===== config.mk =====
export PLATFORM = sky130hd
export DESIGN_NAME = fetch_unit
export DESIGN_NICKNAME = d
export VERILOG_FILES = /design/src/design/fetch_pkg.sv /design/src/design/fetch_unit.sv
export SDC_FILE = /design/constraint.sdc
export NUM_CORES = 1
export LEC_CHECK = 0
export ABC_CLOCK_PERIOD_IN_PS = 4600
export BUFFER_PORTS_ARGS = -buffer_cell sky130_fd_sc_hd__buf_4
export CAP_MARGIN = 20
export CORE_UTILIZATION = 47
export CTS_BUF_LIST = sky130_fd_sc_hd__clkbuf_8
export CTS_CLUSTER_DIAMETER = 100
export DETAILED_ROUTE_END_ITERATION = 8
export MAX_ROUTING_LAYER = met4
export PLACE_DENSITY = 0.8
export SLEW_MARGIN = 40
export SYNTH_ARGS = -nofsm -noshare
export SYNTH_HDL_FRONTEND = slang
export SYNTH_SLANG_ARGS = --single-unit

===== constraint.sdc =====
create_clock -name clock -period 4.6 [get_ports clock]
set_input_delay 0.23 -clock clock [delete_from_list [all_inputs] [get_ports clock]]
set_output_delay 0.23 -clock clock [all_outputs]
set_load 0.01 [all_outputs]

===== src/design/fetch_pkg.sv =====
package fetch_pkg;

	typedef logic [31:0] addr_t;     // byte address
	typedef logic [31:0] word_t;     // one instruction
	typedef logic [3:0]  line_offset_t;
	typedef logic [3:0]  beat_len_t; // arlen
	typedef logic [1:0]  burst_t;    // arburst

	// cache line geometry, 16 words of 4 bytes
	localparam int LINE_WORDS      = 16;
	localparam int LINE_BYTES_LOG2 = 6;

	// a whole line comes back as one incrementing burst
	localparam burst_t    BURST_INCR     = 2'b01;
	localparam beat_len_t BURST_LEN_LINE = 4'd15; // 16 beats

endpackage

===== src/design/fetch_unit.sv =====
`timescale 1ns/10ps

module fetch_unit #(
	parameter fetch_pkg::addr_t RESET_PC        = 32'h3000_0000,
	parameter int               CACHE_SETS_LOG2 = 4
) (
	input  logic                 clock,
	input  logic                 reset,
	output fetch_pkg::addr_t     araddr,
	output logic                 arvalid,
	input  logic                 arready,
	output fetch_pkg::beat_len_t arlen,
	output fetch_pkg::burst_t    arburst,
	input  fetch_pkg::word_t     rdata,
	input  logic [1:0]           rresp, // errors not handled
	input  logic                 rlast,
	input  logic                 rvalid,
	output logic                 rready,
	output logic                 out_valid,
	input  logic                 out_ready,
	output fetch_pkg::addr_t     out_pc,
	output fetch_pkg::word_t     out_inst,
	input  logic                 redirect_valid,
	input  fetch_pkg::addr_t     redirect_addr,
	output logic                 lookup_valid,
	output fetch_pkg::addr_t     lookup_addr,
	input  logic                 hit_valid,
	input  logic                 hit,
	input  fetch_pkg::word_t     hit_word,
	output logic                 fill_valid,
	output fetch_pkg::addr_t     fill_addr,
	output fetch_pkg::word_t     fill_word,
	output logic                 fill_last
);
	import fetch_pkg::*;

	localparam int TAG_BITS = 32 - CACHE_SETS_LOG2 - LINE_BYTES_LOG2;

	typedef enum logic [2:0] {
		idle,
		lookup,
		request,
		refill,
		present
	} state_t;

	state_t state;
	addr_t  pc;               // address being fetched or presented
	logic   redirect_pending; // redirect seen while a burst runs

	logic [TAG_BITS-1:0]        refill_tag;
	logic [CACHE_SETS_LOG2-1:0] refill_index;
	line_offset_t               beat_cnt;
	line_offset_t               pc_offset;

	logic transfer;
	logic beat;

	assign transfer  = out_valid & out_ready & ~redirect_valid;
	assign beat      = rvalid & rready;
	assign pc_offset = pc[LINE_BYTES_LOG2-1:2];

	assign rready  = 1'b1;
	assign arlen   = BURST_LEN_LINE;
	assign arburst = BURST_INCR;
	assign araddr  = {refill_tag, refill_index, {LINE_BYTES_LOG2{1'b0}}};

	// next pc is looked up in the same cycle as the transfer
	assign lookup_valid = (state == idle & ~redirect_valid) | (state == present & transfer);
	assign lookup_addr  = (state == present) ? pc + 32'd4 : pc;

	// beats go straight into the cache
	assign fill_valid = (state == refill) & beat;
	assign fill_addr  = {refill_tag, refill_index, beat_cnt, 2'b00};
	assign fill_word  = rdata;
	assign fill_last  = rlast;

	always_ff @(posedge clock) begin
		if (reset) begin
			state            <= idle;
			pc               <= RESET_PC;
			redirect_pending <= 1'b0;
			out_valid        <= 1'b0;
			arvalid          <= 1'b0;
		end else begin
			case (state)
				idle: begin
					if (redirect_valid)
						pc <= redirect_addr;
					else
						state <= lookup;
				end
				lookup: begin
					if (redirect_valid) begin
						pc    <= redirect_addr; // result of this lookup is dropped
						state <= idle;
					end else if (hit_valid) begin
						if (hit) begin
							out_valid <= 1'b1;
							state     <= present;
						end else begin
							arvalid <= 1'b1;
							state   <= request;
						end
					end
				end
				request: begin
					if (redirect_valid) begin
						pc               <= redirect_addr;
						redirect_pending <= 1'b1;
					end
					if (arready) begin
						arvalid <= 1'b0;
						state   <= refill;
					end
				end
				refill: begin
					if (redirect_valid)
						pc <= redirect_addr;
					if (beat & rlast) begin
						redirect_pending <= 1'b0;
						if (redirect_pending | redirect_valid) begin
							state <= idle;
						end else begin
							out_valid <= 1'b1;
							state     <= present;
						end
					end else if (redirect_valid) begin
						redirect_pending <= 1'b1; // let the burst finish
					end
				end
				present: begin
					if (redirect_valid) begin
						out_valid <= 1'b0;
						pc        <= redirect_addr;
						state     <= idle;
					end else if (out_ready) begin
						out_valid <= 1'b0;
						pc        <= pc + 32'd4;
						state     <= lookup;
					end
				end
				default: state <= idle;
			endcase
		end
	end

	always_ff @(posedge clock) begin
		if (state == lookup & hit_valid & ~hit) begin
			refill_tag   <= pc[31 -: TAG_BITS];
			refill_index <= pc[LINE_BYTES_LOG2 +: CACHE_SETS_LOG2];
		end
		if (state == request)
			beat_cnt <= '0;
		else if (fill_valid)
			beat_cnt <= beat_cnt + 1'b1;
	end

	// output payload, only loaded while nothing is presented
	always_ff @(posedge clock) begin
		if (state == lookup & hit_valid & hit) begin
			out_pc   <= pc;
			out_inst <= hit_word;
		end
		// missed word taken from the bus as it passes
		if (fill_valid & (beat_cnt == pc_offset) & ~redirect_pending & ~redirect_valid)
			out_inst <= rdata;
		if (fill_valid & rlast)
			out_pc <= pc;
	end

endmodule


==> impl_metrics.yaml, run 1 <==
worst_setup_path:
  critPathKind: "reg -> out"
  crit_fanout: 9
  crit_path_end_kind: "primary output"
  cp_top_family: "simple AND/OR/NAND/NOR gates"
  worstPathCellList: "ha_1 > inv_1 > or4_1 > nor2_1 > nand3_1 > xnor2_1 > buf_4"
  max_stage_delay_ns: 0.78
  timing.rr.start: "state[1]"
  worstPathArrival_ns: 3.15
  crit_slowest_cell: "or4_1"
  worst-path-buf-inv: 2
  worstSetupStartpointType: "flop"
  cp.required_ns: 4.37
  startpoint: "pc[2]"
global_routing:
  track_usage: 0.2677
  grt_antenna_before_repair: 0
  grt_pass1_wl_mm: 29.40
  overflow: 0
  grt_max_degree: 36
  grt_pass1_vias: 5488
timing:
  hold_viol_final: 0
  fin_worst_skew_ns: 0.008693
  slew_headroom: 0.4417
  fin_ws_ns: 1.223
  setup_violations: 0
  drv_slew: 0
  tightestPinTransition_ns: 0.8374
  period_share: 0.7340
  fin_tns_setup_ns: 0
  finalCriticalPeriod_ns: 3.377
  rsz0062_at_grt: "false"
  fmax_ghz: 0.2962
drt:
  routed_wl_mm: 19.99
  post_drt_via_cell_ratio: 5.526
  vias: 5885
  wire_per_inst_um: 18.77
  ant_nets: 0
  drt_iter0_markers: 494
  drc_errors: 0
  drtPass1Iterations: 5
synth:
  async_reset_ff_frac: 0
  synth_area_leaders: "edfxtp_1, dfxtp_1, buf_4"
  postSynthCellCount: 654
  yosysWarningCount: 0
  synth_ff_type: "edfxtp_1"
  yosysTopAreaCell: "edfxtp_1"
  synth-edff-count: 90
  syn_area_um2: 6933
  ys_ff_latch: 132
  avgSynthCellArea_um2: 10.60
  yosysUniqueCellTypes: 71
  seq_area_frac_synth: 0.5111
  netlist.area_leader.share: 0.3898
cts:
  cts_tree: "yes"
  cts.sinks: 132
  clockBufferDepth: 2
  numCtsBuffers: 17
  clkSlewWorstSetupHoldPaths_ns: 0.08
  cts-root-buf: "clkbuf_8"
  insertion_delay_ns: 0.46
  htree_levels: 4
  post_cts_buffers: 0
placement:
  placed_cell_area_um2: 8732
  portBuffers: 293
  dp_slack_ns: 1.470
  globalplace.congestion: 0.8830
  dp.cells: 1031
  place_hpwl_mm: 14.66
floorplan:
  pin_count: 311
  start_util: 0.4788
  coreArea_um2: 14480
  die_width_um: 123.5
  dieHeight_um: 123.5
  die_area_um2: 15240
  num_rows: 44
layout:
  instances_no_fill: 1065
  fin_nets: 976
  fillers: 1185
  drive_above_1_share: 0.4341
  area_growth_pct: 32.54
  fin_area_um2: 9189
  multiInputGateArea_um2: 2645
  seq_area_um2: 3543
hold_path:
  min_from: "redirect_addr[1]"
  min_path_type: "in -> reg"
power_and_ir_drop:
  ir_drop_uv: 162.2
  p_per_area_nw_per_um2: 307.3
  p_leak_nw: 3.801
  p_total_mw: 2.824
run:
  max_cap_violations: 0
outcome:
  status: "finished clean"
[worst paths after layout]
kind	end	slack [ns]	cells past startpoint
worst max register to register	out_inst[31]	1.72	6
worst min register to register	out_pc[1]	0.47	0
worst min-delay path	pc[1]	0.03	3
worst max-delay path	lookup_addr[30]	1.22	7
[worst register-to-register path, cell delays in order, from the launching register on]
cell     delay, ns
dfxtp_1       0.68
and2b_2       0.31
and3_1        0.29
nand4_2       0.16
nor4_4        0.14
buf_4         0.42
a31o_4        0.50
[cell usage after synthesis, drive strengths merged, types with 2 or more instances]
cell type and number:
a21oi 26, o22ai 4, a22oi 3, xnor2 22, xor2 11, nand3 29, a32o 4, clkbuf 28
mux2i 3, nor2 32, inv 10, edfxtp 90, nand2b 4, nand4 13, a22o 5, nor4b 2
and4 3, ha 2, a211oi 2, and3 12, dfxtp 42, nand2 69, and2 3, a41oi 2
a31o 2, o31a 2, or3 4, buf 93, a21o 6, o31ai 7, conb 2, nor2b 3
nor4 11, o21a 2, or4 2, nor3 14, a31oi 5, o21ai 25, mux2 35
[where the power goes]
part	leakage, nW	internal (mW)	total (mW)	switching [mW]
clock	0.222	0.602	1.08	0.478
combinational	2.41	0.195	0.368	0.173
sequential	1.17	1.32	1.38	0.0603
total	3.80	2.11	2.82	0.711
[stage by stage]
step / hold slack, ns / util
after floorplan: 0.3266 / -
after global placement: 0.4417 / 0.6002
after detailed placement: 0.4525 / 0.6031
after CTS: 0.01441 / 0.6337
after global routing: 0.03806 / 0.6345
final: 0.03102 / 0.6346
[area by class of cell]
type / count / share of cell area
Sequential cell: 132 / 0.3856
Multi-Input combinational cell: 404 / 0.2879
Timing Repair Buffer: 302 / 0.2500
Clock buffer: 18 / 0.02696
Tap cell: 184 / 0.02505
Clock inverter: 14 / 0.02015
Inverter: 10 / 0.004085
Antenna cell: 1 / 0.0002723
[registers in the layout (all words and copies together), names as in the netlist]
name / flops
refill_index: 4
state: 3
out_pc: 32
arvalid: 1
out_valid: 1
refill_tag: 22
beat_cnt: 4
redirect_pending: 1
out_inst: 32
pc: 32
[repair_timing]
action | CTS | global route
hold buffers | 1 | 0
endpoints found under the hold margin | 1 | 0
gates resized for setup | 0 | 0
[per-layer routing]
metal | track usage | up-vias | wire, um
met5 | - | - | 0
met4 | 0.1062 | 0 | 501
met3 | 0.07196 | 37 | 1622
met2 | 0.4127 | 296 | 9743
met1 | 0.3340 | 2833 | 8121
li1 | - | 2719 | -
[cells in the final DEF, fill, tap and decap left out, types with 5 or more instances in the layout]
cell,synthesis,layout
a22o_1,5,5
a31oi_1,5,5
nor2_1,31,30
clkbuf_8,0,18
edfxtp_1,90,90
nand3_1,28,28
xnor2_1,22,22
o31ai_1,7,7
nand2_1,69,68
inv_1,10,11
dfxtp_1,42,42
conb_1,2,15
a21o_1,6,6
buf_4,77,299
nor3_1,14,14
and3_1,12,12
nor4_1,6,6
nand4_1,12,12
a21oi_1,26,26
xor2_1,11,11
o21ai_0,24,24
mux2_2,34,34
[cells by family after synthesis]
group / Yosys count / share of synthesized area
simple gates: 207 / 0.1572
flops: 132 / 0.5111
buf+inv: 131 / 0.1180
compound gates: 109 / 0.1061
mux: 38 / 0.06118
xor+xnor: 33 / 0.04169
fa+ha+maj: 2 / 0.003609
other cells: 2 / 0.001083
Power figures use the tool's default switching activity.
==> run 2, diff against run 1 <==
Settings changed: ABC_CLOCK_PERIOD_IN_PS 4600 to 3300.
Clock period 4.6 ns to 3.3 ns, I/O delays scaled along.
==> run 2 against run 1 <==
Largest cell class unchanged. Final cell count increased by 3.1%. Critical path type unchanged. Power increased by 40%. Highest routed layer unchanged. Critical endpoint is now lookup_addr[26]. Register-to-register slack got worse by 1.5 ns. Clock power increased by 37%. Critical path depth decreased by 1.
==> impl_metrics.yaml, run 2 (synthesized netlist as in run 1, its figures left out) <==
outcome:
  status: "finished clean"
global_routing:
  grt_pass1_wl_mm: 29.18
  grtUsageMet3: 0.05120
  grt_antenna_before_repair: 0
  overflow: 0
  grt_util_met1: 0.3371
  grt_pass1_vias: 5450
  track_usage: 0.2652
  grt_busiest_layer: "met2"
  met2_usage: 0.4176
  grt_max_degree: 36
layout:
  area_growth_pct: 37.03
  drive_above_1_share: 0.4289
  final_common_cell: "buf_4"
  fin_nets: 1010
  largest_registers: "out_inst x32, out_pc x32, pc x32"
  layout_common_cells: "buf_4, edfxtp_1, nand2_1"
  antenna_cells: 0
  fillers: 1153
  instances_no_fill: 1098
placement:
  dp.cells: 1041
  globalplace.congestion: 0.8827
  portBuffers: 293
  place_hpwl_mm: 14.65
timing:
  drv_slew: 0
  slew_headroom: 0.5366
  fin_tns_setup_ns: 0
  fmax_ghz: 0.3201
  holdWs_ns: 0.02363
  fin_worst_skew_ns: 0.009742
  period_share: 0.9466
  tightestPinTransition_ns: 0.6933
  setup_violations: 0
  rsz0062_at_grt: "false"
  finalCriticalPeriod_ns: 3.124
  hold_viol_final: 0
power_and_ir_drop:
  p_per_area_nw_per_um2: 416.0
  ir_drop_uv: 216.4
  p_leak_nw: 3.942
drt:
  ant_nets: 0
  vias: 5993
  drc_errors: 0
  post_drt_via_cell_ratio: 5.458
  drtPass1Iterations: 5
  wire_per_inst_um: 18.52
  drt_iter0_markers: 555
  routed_wl_mm: 20.33
cts:
  cts-root-buf: "clkbuf_8"
  numCtsBuffers: 17
  clkSlewWorstSetupHoldPaths_ns: 0.08
  insertion_delay_ns: 0.45
  cts_tree: "yes"
  cts.sinks: 132
  htree_levels: 4
  clockBufferDepth: 2
floorplan:
  dieHeight_um: 123.5
  start_util: 0.4788
  die_area_um2: 15240
  pin_count: 311
  die_width_um: 123.5
  coreArea_um2: 14480
  num_rows: 44
hold_path:
  min_path_type: "in -> reg"
  holdPathStages: 2
  min_from: "hit_word[28]"
  holdPathEnd: "out_inst[28]"
worst_setup_path:
  worstSetupStartpointType: "flop"
  crit_path_end_kind: "primary output"
  critPathKind: "reg -> out"
  worstPathArrival_ns: 2.96
  timing.rr.start: "state[1]"
  rr_endpoint: "out_inst[12]"
  reg2reg_depth: 7
  r2r_slack_ns: 0.21
  cp.required_ns: 3.13
  crit_fanout: 9
run:
  max_cap_violations: 0
-- run 2: repair_timing --
action / CTS / global route
hold buffers: 25 / 0
hold endpoints to repair: 24 / 0
setup buffers: 0 / 0
resized for setup: 0 / 1
setup endpoints to repair: 0 / 2
-- run 2: worst max path at each step --
stage	from	end	slack, ns	cells past startpoint
2_1_floorplan	state[0]	refill_index[0]	0.52	3
3_3_place_gp	pc[2]	lookup_addr[20]	0.61	7
3_5_place_dp	pc[2]	lookup_addr[30]	0.59	7
4_1_cts	pc[2]	lookup_addr[30]	0.09	7
5_1_grt	pc[2]	lookup_addr[26]	0.02	6
6_report	pc[2]	lookup_addr[26]	0.18	6
-- run 2: where the power goes --
part           switching (mW)  leakage, nW  internal [mW]
Clock                   0.648        0.213          0.837
Sequential             0.0681         1.17           1.84
Combinational           0.267         2.56          0.297
Total                   0.983         3.94           2.97
-- run 2: routing by layer --
metal | share of wire | up-vias
met3 | 0.064 | 39
met1 | 0.41 | 2901
met5 | 0 | -
met2 | 0.50 | 269
met4 | 0.024 | 0
li1 | - | 2784
-- run 2: area by class of cell --
type	count	area, um2	area share
flip-flops and latches	132	3543	0.3730
multi-input cells	404	2645	0.2784
repair buffers	336	2610	0.2747
clock buffers	18	247.7	0.02608
well taps	184	230.2	0.02423
clock inverters	14	186.4	0.01962
inverters	10	37.54	0.003951
-- run 2: worst max-delay path, stage by stage, from the launching register on --
cell     delay, ns
dfxtp_1       0.48
ha_1          0.34
inv_1         0.10
or4_1         0.74
nor4_1        0.51
xor2_1        0.20
buf_4         0.14
-- run 2: through the flow --
step                instance area (um2)    util  total power, mW  setup slack, ns
floorplan                          6988       -            2.215           0.5216
global placement                   8813  0.6087            2.461           0.6063
detailed placement                 8813  0.6087            2.474           0.5890
CTS                                9498  0.6560            3.968          0.08707
global route                       9500  0.6562            4.081          0.02125
finish                             9500  0.6562            3.952           0.1762
